[config.mk]
export PLATFORM = sky130hd
export DESIGN_NAME = uart
export DESIGN_NICKNAME = d
export VERILOG_FILES = /design/src/common/uart_pkg.sv /design/src/logic/uart.sv /design/src/uart_rx/uart_rx_checker.sv /design/src/uart_rx/uart_rx_deframer.sv /design/src/logic/uart_tx_shifter.sv /design/src/logic/uart_tx_framer.sv
export SDC_FILE = /design/constraint.sdc
export NUM_CORES = 1
export LEC_CHECK = 0
export ABC_AREA = 1
export BUFFER_PORTS_ARGS = -buffer_cell sky130_fd_sc_hd__buf_2
export CAP_MARGIN = 10
export CELL_PAD_IN_SITES_DETAIL_PLACEMENT = 1
export CELL_PAD_IN_SITES_GLOBAL_PLACEMENT = 1
export CORE_ASPECT_RATIO = 0.8
export CORE_MARGIN = 2
export CORE_UTILIZATION = 44
export CTS_CLUSTER_DIAMETER = 120
export DETAILED_ROUTE_END_ITERATION = 16
export GPL_TIMING_DRIVEN = 1
export PLACE_DENSITY = 0.82
export SLEW_MARGIN = 20
export SYNTH_ARGS = -nofsm -noshare
export SYNTH_HDL_FRONTEND = slang
export SYNTH_SLANG_ARGS = --single-unit
[constraint.sdc]
create_clock -name clk -period 2.5 [get_ports clk]
set_clock_uncertainty 0.15 [all_clocks]
set_input_delay 0.25 -clock clk [delete_from_list [all_inputs] [get_ports clk]]
set_output_delay 0.25 -clock clk [all_outputs]
set_load 0.1 [all_outputs]
[src/common/uart_pkg.sv]
package uart_pkg;

   localparam int data_w  = 8;
   localparam int cmd_w   = 16;
   localparam int frame_w = 11;
   localparam int word_w  = 2 * frame_w;   // two frames per command.

   localparam int word_cnt_w  = $clog2(word_w);
   localparam int frame_cnt_w = $clog2(frame_w);

   // positions inside one frame, in the order the bits appear on the line.
   localparam int start_pos = 0;
   localparam int data_lsb  = 1;
   localparam int data_msb  = data_lsb + data_w - 1;
   localparam int par_pos   = data_msb + 1;
   localparam int stop_pos  = par_pos + 1;

   typedef logic [data_w-1:0]  byte_t;
   typedef logic [cmd_w-1:0]   cmd_t;
   typedef logic [frame_w-1:0] frame_t;   // bit 0 is the start bit.
   typedef logic [word_w-1:0]  word_t;    // low-byte frame in the lower half.

   // makes the count of ones over data and parity odd.
   function automatic logic odd_parity(input byte_t data);
      return ~^data;
   endfunction

   function automatic frame_t build_frame(input byte_t data);
      frame_t f;
      f                    = '0;
      f[start_pos]         = 1'b0;
      f[data_msb:data_lsb] = data;
      f[par_pos]           = odd_parity(data);
      f[stop_pos]          = 1'b1;
      return f;
   endfunction

endpackage
[src/logic/uart.sv]
`timescale 1ns/10ps

module uart (
   input  logic            clk,
   input  logic            rst_n,
   input  uart_pkg::cmd_t  cmd_in,
   input  logic            cmd_vld,
   output logic            cmd_rdy,
   output logic            tx,
   input  logic            rx,
   output uart_pkg::byte_t read_data,
   output logic            read_rdy,
   output logic            frame_err
);

   import uart_pkg::*;

   word_t  word;
   logic   load;
   logic   done;
   frame_t frame;
   logic   frame_vld;

   uart_tx_framer u_tx_framer (
      .clk     (clk),
      .rst_n   (rst_n),
      .cmd_in  (cmd_in),
      .cmd_vld (cmd_vld),
      .done    (done),
      .cmd_rdy (cmd_rdy),
      .load    (load),
      .word    (word)
   );

   uart_tx_shifter u_tx_shifter (
      .clk   (clk),
      .rst_n (rst_n),
      .load  (load),
      .word  (word),
      .tx    (tx),
      .done  (done)
   );

   uart_rx_deframer u_rx_deframer (
      .clk       (clk),
      .rst_n     (rst_n),
      .rx        (rx),
      .frame     (frame),
      .frame_vld (frame_vld)
   );

   uart_rx_checker u_rx_checker (
      .clk       (clk),
      .rst_n     (rst_n),
      .frame_vld (frame_vld),
      .frame     (frame),
      .read_data (read_data),
      .read_rdy  (read_rdy),
      .frame_err (frame_err)
   );

endmodule

[src/uart_rx/uart_rx_checker.sv]
`timescale 1ns/10ps

module uart_rx_checker (
   input  logic             clk,
   input  logic             rst_n,
   input  logic             frame_vld,
   input  uart_pkg::frame_t frame,
   output uart_pkg::byte_t  read_data,
   output logic             read_rdy,
   output logic             frame_err
);

   import uart_pkg::*;

   logic par_ok;
   logic stop_ok;
   logic good;

   // data and parity bits sit next to each other, so one reduction covers both.
   assign par_ok  = ^frame[par_pos:data_lsb];
   assign stop_ok = frame[stop_pos];
   assign good    = par_ok && stop_ok;

   always_ff @(posedge clk or negedge rst_n) begin
      if (!rst_n) begin
         read_data <= '0;
         read_rdy  <= 1'b0;
         frame_err <= 1'b0;
      end else begin
         read_rdy  <= frame_vld && good;
         frame_err <= frame_vld && !good;
         if (frame_vld && good) begin
            read_data <= frame[data_msb:data_lsb];   // a bad frame keeps the old byte.
         end
      end
   end

endmodule

[src/uart_rx/uart_rx_deframer.sv]
`timescale 1ns/10ps

module uart_rx_deframer (
   input  logic             clk,
   input  logic             rst_n,
   input  logic             rx,
   output uart_pkg::frame_t frame,
   output logic             frame_vld
);

   import uart_pkg::*;

   logic                   rx_meta;
   logic                   rx_sync;
   frame_t                 shreg;
   logic [frame_cnt_w-1:0] bit_cnt;   // zero while idle.
   logic                   idle;
   logic                   start_det;
   logic                   capture;
   logic                   last_bit;

   // two flops before any logic looks at the line.
   always_ff @(posedge clk or negedge rst_n) begin
      if (!rst_n) begin
         rx_meta <= 1'b1;
         rx_sync <= 1'b1;
      end else begin
         rx_meta <= rx;
         rx_sync <= rx_meta;
      end
   end

   assign idle      = (bit_cnt == '0);
   assign start_det = idle && !rx_sync;
   assign capture   = start_det || !idle;
   assign last_bit  = (bit_cnt == frame_cnt_w'(stop_pos));

   // bit_cnt names the frame bit taken in this cycle once a start is seen.
   always_ff @(posedge clk or negedge rst_n) begin
      if (!rst_n) begin
         bit_cnt   <= '0;
         frame_vld <= 1'b0;
      end else begin
         frame_vld <= last_bit;
         if (start_det) begin
            bit_cnt <= frame_cnt_w'(data_lsb);
         end else if (last_bit) begin
            bit_cnt <= '0;   // idle again, so a start bit on the next cycle is caught.
         end else if (!idle) begin
            bit_cnt <= bit_cnt + 1'b1;
         end
      end
   end

   // bits enter at the top and walk down, so the start bit ends at bit 0.
   always_ff @(posedge clk) begin
      if (capture) begin
         shreg <= {rx_sync, shreg[frame_w-1:1]};
      end
   end

   assign frame = shreg;

endmodule

[src/logic/uart_tx_shifter.sv]
`timescale 1ns/10ps

module uart_tx_shifter (
   input  logic            clk,
   input  logic            rst_n,
   input  logic            load,
   input  uart_pkg::word_t word,
   output logic            tx,
   output logic            done
);

   import uart_pkg::*;

   word_t                 sreg;
   logic [word_cnt_w-1:0] bit_cnt;   // index of the bit now on tx.
   logic                  busy;
   logic                  last_bit;
   logic                  next_last;

   assign last_bit  = (bit_cnt == word_cnt_w'(word_w - 1));
   assign next_last = (bit_cnt == word_cnt_w'(word_w - 2));

   always_ff @(posedge clk or negedge rst_n) begin
      if (!rst_n) begin
         busy    <= 1'b0;
         bit_cnt <= '0;
         tx      <= 1'b1;
         done    <= 1'b0;
      end else begin
         // done lines up with the last bit, so cmd_rdy rises as tx goes idle.
         done <= busy && !load && next_last;
         if (load) begin
            busy    <= 1'b1;
            bit_cnt <= '0;
            tx      <= word[0];
         end else if (busy) begin
            if (last_bit) begin
               busy <= 1'b0;
               tx   <= 1'b1;   // back to the idle level.
            end else begin
               bit_cnt <= bit_cnt + 1'b1;
               tx      <= sreg[0];
            end
         end
      end
   end

   // holds the bits still to go, next one at bit 0.
   always_ff @(posedge clk) begin
      if (load) begin
         sreg <= word >> 1;
      end else if (busy) begin
         sreg <= sreg >> 1;
      end
   end

endmodule

[src/logic/uart_tx_framer.sv]
`timescale 1ns/10ps

module uart_tx_framer (
   input  logic            clk,
   input  logic            rst_n,
   input  uart_pkg::cmd_t  cmd_in,
   input  logic            cmd_vld,
   input  logic            done,
   output logic            cmd_rdy,
   output logic            load,
   output uart_pkg::word_t word
);

   import uart_pkg::*;

   logic  accept;
   byte_t lo_byte;
   byte_t hi_byte;
   word_t word_nxt;

   assign accept  = cmd_vld && cmd_rdy;   // cmd_vld is ignored while busy.
   assign lo_byte = cmd_in[data_w-1:0];
   assign hi_byte = cmd_in[cmd_w-1:data_w];

   // the low byte goes out first, so its frame sits in the lower bits.
   assign word_nxt = {build_frame(hi_byte), build_frame(lo_byte)};

   always_ff @(posedge clk or negedge rst_n) begin
      if (!rst_n) begin
         cmd_rdy <= 1'b1;
         load    <= 1'b0;
      end else begin
         load <= accept;   // one-cycle pulse to the shifter.
         if (accept) begin
            cmd_rdy <= 1'b0;
         end else if (done) begin
            cmd_rdy <= 1'b1;   // the shifter has put out the last bit.
         end
      end
   end

   always_ff @(posedge clk) begin
      if (accept) begin
         word <= word_nxt;
      end
   end

endmodule

* Word level (Yosys, flattened, before mapping)
Index checks and enable logic that the tools add are counted.
** Word-level totals
- Output and inout bits :: 12
- Word-level logic and storage cells :: 59
- Bits of input ports :: 20
- Bits in registers :: 77
** Operators by class
- Equal/unequal tests :: 5
- Reductions and logical operators :: 19
- Mux-type cells :: 16
- Add/sub/neg operators :: 2
** Operators by type and width (count)
- $mux W21 :: 1
- $mux W20 :: 1
- $reduce_xnor A8 Y1 :: 2
- $mux W5 :: 3
- $mux W4 :: 3
- $eq A5 B5 Y1 const B :: 2
- $reduce_xor A9 Y1 :: 1
- $mux W1 :: 8
- $logic_and A1 B1 Y1 :: 7
- $add A5 B1 Y5 const B :: 1
- $add A4 B1 Y4 const B :: 1
- $eq A4 B4 Y1 const B :: 1
- $logic_not A1 Y1 :: 4
- $logic_not A4 Y1 :: 1
- $reduce_bool A2 Y1 :: 2
- $ne A3 B3 Y1 const B :: 1
- $ne A2 B2 Y1 const B :: 1
- $reduce_and A2 Y1 :: 1
- $logic_or A1 B1 Y1 :: 1

* Depth between registers and ports, before layout
Gate-level depths: netlist of run 1.
- Word-level depth :: 4
- Gate-level depth with buffers :: 12

* Modules after synthesis
From an unflattened synthesis of run 1, not the netlist that was laid out.
** Second synthesis, totals
- Cell total of the unflattened synthesis :: 395
- Area, all modules :: 3679.8 um2
** By module, submodules not included
- uart_tx_shifter :: sequential area each 832.0 um2, cells each 147, times used 1, area an instance 1360.1 um2
- uart_tx_framer :: sequential area each 591.8 um2, cells each 103, times used 1, area an instance 938.4 um2
- uart_rx_checker :: sequential area each 250.2 um2, cells each 99, times used 1, area an instance 711.9 um2
- uart_rx_deframer :: sequential area each 508.0 um2, cells each 46, times used 1, area an instance 669.4 um2

* Least setup slack after synthesis of run 1
Ideal clock, no wire load.
- Path type :: reg2reg
- Start point :: register u_tx_framer.cmd_rdy
- End point :: register u_tx_framer.word[12] (enable)
- Path slack :: 623 ps
- Data required time :: 1976 ps
- Period minus slack after synthesis :: 1877 ps
- Arrival :: 1353 ps
- Setup time :: 374 ps
- Cell stages (with the launch flop) :: 3
- Cells stage by stage :: dfstp_2 nand2_1 inv_1
** Between the ends
- Cells in the longest elaborated chain, start to end :: 1
** Ends and longest elaborated chain
- from (decl) :: RTL line uart_tx_framer.sv:9 : output logic cmd_rdy,
- from (signal assigned) :: RTL line uart_tx_framer.sv:30 : cmd_rdy <= 1'b1;
- from (signal assigned) :: RTL line uart_tx_framer.sv:35 : cmd_rdy <= 1'b0;
- from (signal assigned) :: RTL line uart_tx_framer.sv:37 : cmd_rdy <= 1'b1;
- $logic_and A1 B1 Y1 :: RTL line uart_tx_framer.sv:21 : assign accept = cmd_vld && cmd_rdy;
- net u_tx_framer.accept :: RTL line uart_tx_framer.sv:16 : logic accept;
- to (signal assigned) :: RTL line uart_tx_framer.sv:44 : word <= word_nxt;
- to (decl) :: RTL line uart_tx_framer.sv:11 : output uart_pkg::word_t word
The timed path passes the listed nets, and every way through them passes these cells.
A chain may end at the register's enable or synchronous reset.

* Worst setup path in the final report of run 1
- Start point :: register u_rx_deframer.bit_cnt[0]
- End point :: register u_rx_deframer.bit_cnt[0]
** Between the ends
- Cells in the longest elaborated chain, start to end :: 4
- Elaborated cells on any way between the ends :: 8
- Classes of those cells :: add/sub: 1; eq/ne: 2; mux: 3; reduce/logical: 2
** Ends and longest elaborated chain
- from (decl) :: RTL line uart_rx_deframer.sv:16 : logic [frame_cnt_w-1:0] bit_cnt;
- from (signal assigned) :: RTL line uart_rx_deframer.sv:46 : bit_cnt <= frame_cnt_w'(data_lsb);
- from (signal assigned) :: RTL line uart_rx_deframer.sv:50 : bit_cnt <= bit_cnt + 1'b1;
- $add A4 B1 Y4 :: RTL line uart_rx_deframer.sv:50
- $mux W4 :: RTL line uart_rx_deframer.sv:49 : end else if (!idle) begin
- $mux W4 :: RTL line uart_rx_deframer.sv:47 : end else if (last_bit) begin
- $mux W4 :: RTL line uart_rx_deframer.sv:45 : if (start_det) begin
Several ways; a longest one is shown, not always the timed one. The select of a mux whose other input is x is not followed.

==> flow_metrics.tcl, run 1 <==
set metrics [dict create \
    status "finished clean" \
    rsz0062_at_grt "false" \
    synth_top_area_share_pct 44.6 \
    cts_buffers 9 \
    first_pass_iters 4 \
    cts_tree "yes" \
    syn_area_per_cell_um2 11.0 \
    whs_path_depth 0 \
    core_um2 7320 \
    ir_drop_v 0.000492 \
    crit_cells 6 \
    detail_route.vias_per_cell 4.94 \
    htree_levels 3 \
    cts_buffer_depth 2 \
    antenna_found_initial 0 \
    worstPathMaxFanout 12 \
    hold_viol_final 0 \
    synthTopCellsByArea "edfxtp_1 (45%), dfrtp_1 (17%), nand2_1 (12%), dfstp_2 (3.2%), xnor2_1 (2.9%)" \
    syn2layout_area_growth_pct 18.1 \
    synth.ff_latch_count 76 \
    report.final.slew_viol_count 0 \
    dp_hpwl_um 4420 \
    path_cells "inv_1 -> ha_1 -> nand3_1 -> inv_1 -> nand2_1 -> o21ai_0" \
    grt_remaining_overflow 0 \
    tightest_slew_ns 0.775 \
    crit_end "u_rx_deframer.bit_cnt[0]$_DFFE_PN0P_" \
    syn_nets 326 \
    cp.arrival_ns 1.93 \
    wl_um 6580 \
    clk_latency_ns 0.35 \
    min_path_type "reg2reg" \
    crit_buf_inv 2 \
    antenna-diode-count 0 \
    fin_hold_ws_ns 0.210 \
    start_util_pct 45.0 \
    multi_input_area_um2 992 \
    regToRegStartpoint "u_rx_deframer.bit_cnt[0]$_DFFE_PN0P_" \
    ant_nets 0 \
    nNetsFinal 382 \
    path_clk_slew_ns 0.08 \
    ys_seq_area_share_pct 65.3 \
    die_height_um 81.4 \
    avgRoutedWirePerCell_um 14.6 \
    clkSinkCount 76 \
    die_area_um2 8200 \
    use_met1_pct 21.8 \
    fin_crit_sh_pct 73.2 \
    cp_top_family "simple AND/OR/NAND/NOR gates" \
    max_freq_ghz 0.546 \
    startpoint "u_rx_deframer.bit_cnt[0]$_DFFE_PN0P_" \
    grt_util_met3_pct 6.13 \
    critPathKind "reg2reg" \
    grt_util_met2_pct 29.7 \
    drc_errors 0 \
    cp_data_required_time_ns 2.60 \
    ioPinCount 32 \
    relSlewSlack_pct 48.3 \
    yosysWarnings 0 \
    first_iter_violations 92 \
    power_density_nw_per_um2 1310 \
    grt_pass1_vias 2337 \
    maxCapViolCount 0 \
    startpoint_type "register" \
    grt_util_all_layers_pct 17.8 \
    setup-violations-final 0 \
    reg2reg_depth 6 \
    synth_top_cell_by_area "edfxtp_1" \
    syn_area_um2 3300 \
    fin_setup_tns_ns 0 \
    routabilityCongestion 0.770 \
    cts_root_buf "clkbuf_8" \
    vias 2228 \
    end_kind "register" \
    drive_gt1_share_pct 20.8 \
    syn_inst 300 \
    seq_area_um2 2150 \
    cpMostUsedCell "inv_1" \
    slowest_delay_ns 0.40 \
    num_rows 28 \
    fin_crit_ns 1.83 \
    crit_slowest_cell "dfrtp_1" \
    ys_types 32 \
    power_leakage_uw 0.00181 \
    grt.busiest_layer "met2" \
    rrSetupSlack_ns 0.67 \
    cts_setup_buffers 0 \
    grt_pass1_wl_um 11000 \
    portBuffers 31 \
    fillCellCount 794 \
    dieWidth_um 101 \
    worstReg2RegEnd "u_rx_deframer.bit_cnt[0]$_DFFE_PN0P_" \
    grt_max_degree 28 \
]
## cell families (layout without fill, tap and decap cells)
family / count (synthesis) / in the layout / share of synthesized area [%]
and+or+nand+nor: 154 / 154 / 20.9
DFF: 76 / 76 / 65.3
buffers and inverters: 35 / 96 / 4.59
xor gates and xnor gates: 18 / 18 / 5.01
AOI/OAI and AO/OA: 11 / 11 / 1.94
adders and majority gates: 6 / 6 / 2.28
## cells in the mapped netlist
library cell and count:
nand2_1 102, edfxtp_1 49, dfrtp_1 23, inv_1 22, nor2_1 15, nand3_1 12, xnor2_1 11, nand4_1 8
nand2_2 7, ha_1 6, xor2_1 6, inv_2 5, dfstp_2 4, clkbuf_1 3, nand3_2 3, o21ai_0 3
o21ai_1 3, a31oi_1 2, buf_2 2, nor3_1 2, a21oi_1 1, buf_6 1, clkbuf_8 1, clkinv_1 1
nand2_4 1, nand4_4 1, nor3_2 1, nor4_1 1, o21ai_2 1, o31ai_1 1, or2_2 1, xnor2_2 1
## registers in the layout, indices dropped and copies added, names as in the netlist
register and flops:
u_tx_framer.word 18, u_rx_deframer.bit_cnt 4, u_tx_shifter.tx 1, u_tx_shifter.busy 1, u_tx_framer.load 1, u_tx_shifter.done 1, u_rx_deframer.frame 10, u_rx_checker.frame_err 1
u_rx_checker.read_rdy 1, u_rx_checker.read_data 8, u_rx_deframer.rx_sync 1, u_rx_deframer.rx_meta 1, u_rx_deframer.frame_vld 1, u_tx_framer.cmd_rdy 1, u_tx_shifter.bit_cnt 5, u_tx_shifter.sreg 21
## how the worst min path moves through the flow
stage                                          from  slack [ns]                              endpoint
finish              u_rx_deframer.rx_meta$_DFF_PN1_        0.21       u_rx_deframer.rx_sync$_DFF_PN1_
global route        u_rx_deframer.rx_meta$_DFF_PN1_        0.22       u_rx_deframer.rx_sync$_DFF_PN1_
CTS                 u_rx_deframer.rx_meta$_DFF_PN1_        0.21       u_rx_deframer.rx_sync$_DFF_PN1_
detailed placement                            rst_n        0.15  u_rx_deframer.bit_cnt[2]$_DFFE_PN0P_
global placement                              rst_n        0.14  u_rx_deframer.bit_cnt[2]$_DFFE_PN0P_
floorplan                                     rst_n       -0.20      u_rx_checker.frame_err$_DFF_PN0_
## metrics by stage
step           power (uW)  util (%)  area, um^2  std cells  setup slack [ns]
2_1_floorplan        3790         -        3300        300             0.623
3_3_place_gp         4150      48.3        3540        417             0.856
3_5_place_dp         4270      48.3        3540        417             0.684
4_1_cts              5140      53.2        3890        451             0.665
5_1_grt              5450      53.2        3890        451             0.464
6_report             5080      53.2        3890        451             0.669
## cell type report
class | instances | share of cell area, %
clock inverter | 7 | 1.29
inverter | 28 | 2.70
multi-input combinational | 189 | 25.5
tap | 90 | 2.89
sequential | 76 | 55.3
timing repair buffer | 52 | 9.19
clock buffer | 9 | 3.18
## cells in the final DEF, fill, tap and decap left out, drive strengths merged
master | netlist | final
edfxtp | 49 | 49
nand4 | 9 | 9
a31oi | 2 | 2
nor2 | 15 | 15
ha | 6 | 6
a21oi | 1 | 1
nor4 | 1 | 1
clkinv | 1 | 3
o21ai | 7 | 7
dfstp | 4 | 4
dlygate4sd3 | 0 | 18
o31ai | 1 | 1
or2 | 1 | 1
clkbuf | 4 | 9
xor2 | 6 | 6
nor3 | 3 | 3
xnor2 | 12 | 12
nand3 | 15 | 15
nand2 | 110 | 110
dfrtp | 23 | 23
inv | 27 | 29
buf | 3 | 34
clkinvlp | 0 | 3
## repair_timing
| action | in CTS | in global routing |
|---|---|---|
| setup endpoints to repair | 0 | 0 |
| hold endpoints to repair | 40 | 0 |
| hold buffers | 18 | 0 |
| gates resized for setup | 0 | 0 |
## routing by layer
layer	wire length (um)	share of wire, %
met4	72	1.1
met1	2930	45
met5	0	0
met2	3310	50
met3	265	4.0
## report_power, final
| group | internal (uW) | leakage, uW | switching [uW] |
|---|---|---|---|
| Combinational | 565 | 0.000896 | 1470 |
| Clock | 363 | 0.0000820 | 467 |
| Sequential | 1930 | 0.000830 | 287 |
No activity file was read; power rests on OpenSTA's default activity.
==> inputs of run 2 (changes only) <==
Settings changed: CORE_UTILIZATION 44 to 42.
Clock period 2.5 ns to 1.5 ns, I/O delays scaled along.
==> flow_metrics.tcl, run 2 (same netlist as run 1, synthesis figures left out) <==
set metrics [dict create \
    first_iter_violations 122 \
    met1_length_um 3830 \
    power_density_nw_per_um2 2330 \
    rsz0062_at_grt "true" \
    path_cells "inv_2 -> nand2_2 -> nand2_4 -> nand2_4 -> nand2_2 -> nand2_2 -> nand2_2 -> nand2_4 -> nand4_4 -> nand2_1 -> nand2_1" \
    cts_tree "yes" \
    grt_max_degree 28 \
    report.final.slew_viol_count 0 \
    hold_viol_final 0 \
    cts_buffers 9 \
    dp_hpwl_um 5020 \
    dieWidth_um 103 \
    path_clk_slew_ns 0.08 \
    p_total_uw 10600 \
    core_um2 7500 \
    routed.top_layer "met4" \
    grt_pass1_vias 2667 \
    drc_errors 0 \
    end_kind "register" \
    grt_pass1_wl_um 13500 \
    cp_data_required_time_ns 1.59 \
    ir_drop_v 0.000705 \
    cp.arrival_ns 1.86 \
    maxCapViolCount 0 \
    clk_latency_ns 0.35 \
    portBuffers 31 \
    detail_route.vias_per_cell 4.96 \
    ant_nets 0 \
    start_util_pct 44.0 \
    status "complete, but fails checks" \
    tightest_slew_ns 0.656 \
    met2_length_um 4610 \
    wl_um 8880 \
    final_cell_mix "nand2_1 (78), edfxtp_1 (49), buf_4 (31)" \
    routabilityCongestion 0.770 \
    nNetsFinal 419 \
    fin_util_pct 60.3 \
    layout_commonest_cell "nand2_1" \
    num_rows 28 \
    top_register "u_tx_shifter.sreg" \
    violations "negative setup slack" \
    slowest_delay_ns 0.48 \
    cts_buffer_depth 2 \
    cpMostUsedCell "nand2_2" \
    max_freq_ghz 0.563 \
    crit_slowest_cell "edfxtp_1" \
    antenna_found_initial 0 \
    die_area_um2 8580 \
    setup-violations-final 11 \
    grt_util_all_layers_pct 20.6 \
    antenna-diode-count 0 \
    vias 2497 \
    dr_wl_met3_um 292 \
    grt_remaining_overflow 0 \
    drive_gt1_share_pct 40.7 \
    die_height_um 83.2 \
    critPathKind "reg2reg" \
    fin_crit_ns 1.78 \
    placed_area_um2 3820 \
    fin_area_um2 4520 \
    startpoint_type "register" \
    first_pass_iters 4 \
    worstPathMaxFanout 5 \
    syn2layout_area_growth_pct 37.1 \
    fin_ws_ns -0.277 \
    htree_levels 3 \
    relSlewSlack_pct 56.3 \
    fillCellCount 803 \
    largest_register_ffs 21 \
    ioPinCount 32 \
    power_leakage_uw 0.00205 \
    fin_crit_sh_pct 118 \
    min_path_type "in2reg" \
    clkSinkCount 76 \
    avgRoutedWirePerCell_um 17.7 \
    cts_root_buf "clkbuf_8" \
]
## run 2: changes by cell type in the layout (fill, tap and decap cells not counted), moves of 4 or more
| cell | before | now |
|---|---|---|
| nand2_1 | 102 | 78 |
| nor2_1 | 15 | 10 |
| nand2_2 | 7 | 23 |
| nand2_4 | 1 | 11 |
| nand3_1 | 12 | 8 |
| buf_6 | 0 | 4 |
| inv_2 | 5 | 14 |
| nor2_2 | 0 | 4 |
| inv_1 | 22 | 11 |
| nand3_4 | 0 | 4 |
| buf_4 | 3 | 31 |
| buf_12 | 0 | 4 |
## run 2: path summary, 6_finish.rpt
path / endpoint / slack [ns] / depth (start not counted) / start
max: u_rx_checker.read_data[5]$_DFFE_PN0P_ / -0.28 / 11 / u_rx_deframer.frame[8]$_DFFE_PP_
min: u_tx_framer.load$_DFF_PN0_ / 0.1 / 4 / cmd_vld
max reg2reg: u_rx_checker.read_data[5]$_DFFE_PN0P_ / -0.28 / 11 / u_rx_deframer.frame[8]$_DFFE_PP_
min reg2reg: u_rx_deframer.rx_sync$_DFF_PN1_ / 0.22 / 0 / u_rx_deframer.rx_meta$_DFF_PN1_
max in group asynchronous: u_tx_framer.load$_DFF_PN0_ / 0.52 / 2 / rst_n
min in group asynchronous: u_tx_shifter.bit_cnt[3]$_DFFE_PN0P_ / 0.21 / 2 / rst_n
## run 2: cell type report
cell class / instances / area (um^2) / area share (%)
clock buffer: 9 / 124 / 2.74
clock inverter: 7 / 43.8 / 0.969
inverter: 28 / 113 / 2.49
multi-input combinational: 192 / 1260 / 28.0
sequential: 76 / 2160 / 47.7
tap: 105 / 131 / 2.91
timing repair buffer: 86 / 686 / 15.2
## run 2: power by group
part           switching [uW]  internal (uW)
combinational            3500           1900
sequential                551           3220
clock                     792            592
## run 2: repair_timing
action                                  4_1_cts  5_1_grt
gates cloned                                  2        1
pin swaps                                     6       26
hold endpoints to repair                     40        0
setup buffers                                 4        6
hold buffers                                 18        0
gates resized for setup                      10       62
endpoints found under the setup margin       25       43
## run 2: critical path: cells and delay by family, from the launching register on
kind	cells	cell delay, ns
AND/OR/NAND/NOR	10	0.95
buffers and inverters	1	0.09
flip-flops	1	0.48
## run 2: through the flow
stage	hold WS [ns]	std cells	worst slack [ns]	TNS (ns)
global placement	0.0569	456	-0.0465	-0.207
floorplan	-0.296	300	-0.0774	-1.39
finish	0.0960	503	-0.277	-2.04
CTS	0.0940	496	-0.123	-0.986
detailed placement	0.0631	456	-0.117	-1.46
global route	0.105	503	-0.339	-2.96
## run 2: layer usage
layer / up-vias / track usage (%)
met3: 15 / 4.46
li1: 1173 / -
met5: - / 0
met4: 0 / 5.86
met1: 1253 / 26.0
met2: 56 / 35.2
==> inputs of run 3 (changes only) <==
Settings changed: ABC_AREA 1 to unset, CORE_UTILIZATION 42 to 44.
==> flow_metrics.tcl, run 3 <==
set metrics [dict create \
    slowest_delay_ns 0.50 \
    synth_most_common_cell "edfxtp_1" \
    status "complete, but fails checks" \
    first_pass_iters 4 \
    synth_top_cell_by_area "edfxtp_1" \
    nNetsFinal 298 \
    grt_util_met2_pct 29.0 \
    path_cells "xnor2_1 -> xnor3_2 -> mux2i_4 -> buf_12 -> mux2_2" \
    syn2layout_area_growth_pct 31.6 \
    ys_seq_area_share_pct 70.1 \
    synthArstFlopShare_pct 35.5 \
    regToRegStartpoint "u_rx_deframer.frame[5]$_DFFE_PP_" \
    final_cell_mix "edfxtp_1 (49), buf_2 (27), mux2_2 (25)" \
    ir_drop_v 0.000937 \
    fin_area_um2 4040 \
    power_density_nw_per_um2 2320 \
    grt_max_degree 28 \
    seqPwrFrac_pct 39.0 \
    dp_hpwl_um 3860 \
    synth_edf_count 49 \
    portBuffers 31 \
    die_area_um2 7660 \
    fin_util_pct 59.2 \
    comb_power_share_pct 43.6 \
    start_util_pct 45.0 \
    reg2reg_depth 5 \
    relSlewSlack_pct 57.6 \
    end_kind "register" \
    max_freq_ghz 0.466 \
    cts_buffers 9 \
    tightest_slew_ns 0.636 \
    num_rows 27 \
    p_int_uw 5800 \
    largest_register_ffs 21 \
    grt.busiest_layer "met2" \
    ys_types 30 \
    yosysWarnings 0 \
    wl_um 6770 \
    cp_data_required_time_ns 1.59 \
    clk_latency_ns 0.36 \
    ant_nets 0 \
    synthTopCellsByCount "edfxtp_1 (49), mux2_2 (26), dfrtp_1 (23)" \
    startpoint_type "register" \
    grt_util_all_layers_pct 17.7 \
    swShare_pct 38.2 \
    crit_slowest_cell "xnor3_2" \
    routabilityCongestion 0.767 \
    syn_inst 189 \
    synth_top_area_share_pct 48.0 \
    die_height_um 78.7 \
    cts_root_buf "clkbuf_8" \
    grt_remaining_overflow 0 \
    report.final.slew_viol_count 0 \
    antenna_found_initial 0 \
    grt_pass1_wl_um 10100 \
    use_met1_pct 21.2 \
    grt_util_met3_pct 5.97 \
    vias 1786 \
    maxCapViolCount 0 \
    htree_levels 3 \
    first_iter_violations 69 \
    switchingPower_uw 3580 \
    cp_top_family "XOR/XNOR gates" \
    drc_errors 0 \
    placed_area_um2 3520 \
    drive_gt1_share_pct 43.7 \
    core_um2 6820 \
    power_leakage_uw 0.00166 \
    syn_area_um2 3070 \
    antenna-diode-count 0 \
    fin_crit_sh_pct 143 \
    avgRoutedWirePerCell_um 18.6 \
    detail_route.vias_per_cell 4.91 \
    hold_viol_final 0 \
    synth-main-ff-cell "edfxtp_1" \
    fin_ws_ns -0.646 \
    rrSetupSlack_ns -0.65 \
    ioPinCount 32 \
    cts_tree "yes" \
    fin_crit_ns 2.15 \
    dieWidth_um 97.4 \
    worstPathMaxFanout 9 \
    cp.arrival_ns 2.24 \
    crit_buf_inv 1 \
    path_clk_slew_ns 0.09 \
    critPathKind "reg2reg" \
    layout_commonest_cell "edfxtp_1" \
    clkSinkCount 76 \
    min_path_type "in2async" \
    syn_area_per_cell_um2 16.2 \
    fin_setup_tns_ns -6.29 \
    cts_buffer_depth 2 \
    rsz0062_at_grt "true" \
    syn_nets 215 \
    clockPowerShare_pct 17.4 \
    setup-violations-final 17 \
    violations "negative setup slack" \
    worstReg2RegEnd "u_rx_checker.read_data[5]$_DFFE_PN0P_" \
    synth.ff_latch_count 76 \
    top_register "u_tx_shifter.sreg" \
    synthTopCellsByArea "edfxtp_1 (48%), dfrtp_1 (19%), mux2_2 (9.5%), xnor2_1 (5.1%), dfstp_2 (3.4%)" \
    grt_pass1_vias 1962 \
]
run 3: changes by cell type after synthesis, sizes merged, moves of 3 or more:
cell	delta
nand3	-8
mux2i	+3
buf	-3
nor2	-7
inv	-19
nand2	-105
nand4	-8
xnor2	+6
mux2	+26
run 3: what timing repair did:
item,4_1_cts,5_1_grt
pin swaps,0,7
hold endpoints to repair,41,0
gates resized for setup,1,16
endpoints found under the setup margin,11,30
hold buffers,19,0
buffers inserted,1,7
run 3: area by class of cell:
cell class	instances	area (um^2)
clock buffer	10	138
tap	87	109
clock inverter	6	71.3
fill	644	2790
multi-input combinational	101	931
sequential	76	2160
timing repair buffer	76	604
inverter	8	30.0
run 3: cell families (layout without fill, tap and decap cells):
kind of cell	after synthesis	in the layout	synth area share [%]
flops	76	76	70.1
simple gates	33	33	5.59
mux	29	29	10.9
xor+xnor	24	24	7.79
buf+inv	12	100	1.47
compound gates	9	9	1.63
fa+ha+maj	6	6	2.45
run 3: worst max-delay path by stage:
| stage | cells past startpoint | endpoint | slack [ns] | from |
|---|---|---|---|---|
| 3_5_place_dp | 5 | u_rx_checker.read_data[5]$_DFFE_PN0P_ | -0.57 | u_rx_deframer.frame[5]$_DFFE_PP_ |
| 4_1_cts | 5 | u_rx_checker.read_data[6]$_DFFE_PN0P_ | -0.56 | u_rx_deframer.frame[5]$_DFFE_PP_ |
| 3_3_place_gp | 5 | u_rx_checker.read_data[4]$_DFFE_PN0P_ | -0.49 | u_rx_deframer.frame[5]$_DFFE_PP_ |
| 6_report | 5 | u_rx_checker.read_data[5]$_DFFE_PN0P_ | -0.65 | u_rx_deframer.frame[5]$_DFFE_PP_ |
| 2_1_floorplan | 4 | u_rx_checker.read_data[0]$_DFFE_PN0P_ | -0.46 | u_rx_deframer.frame[5]$_DFFE_PP_ |
| 5_1_grt | 5 | u_rx_checker.read_data[3]$_DFFE_PN0P_ | -0.66 | u_rx_deframer.frame[5]$_DFFE_PP_ |
run 3: worst register-to-register path, stage by stage, from the launching register on:
cell      delay, ns
edfxtp_1       0.43
xnor2_1        0.21
xnor3_2        0.50
mux2i_4        0.24
buf_12         0.16
mux2_2         0.34
run 3: per-layer routing:
layer  up-vias  wire length (um)
met2        32              3630
met3         9               197
li1        836                 -
met1       909              2830
met4         0               106
met5         -                 0
run 3: power by group through the flow:
stage               Sequential [uW]  Combinational, uW  Clock (uW)
floorplan                      4480               1580           0
global route                   3750               4300        1760
detailed placement             3650               3550           0
finish                         3660               4090        1630
global placement               3600               3400           0
CTS                            3620               3640        1660
run 3: metrics by stage:
stage / hold WS [ns] / total power, uW / setup WS (ns) / cells
6_report: 0.193 / 9380 / -0.646 / 364
5_1_grt: 0.218 / 9810 / -0.656 / 364
3_3_place_gp: 0.0451 / 7000 / -0.487 / 321
2_1_floorplan: -0.296 / 6060 / -0.460 / 189
4_1_cts: 0.205 / 8920 / -0.557 / 357
3_5_place_dp: 0.0547 / 7200 / -0.565 / 321
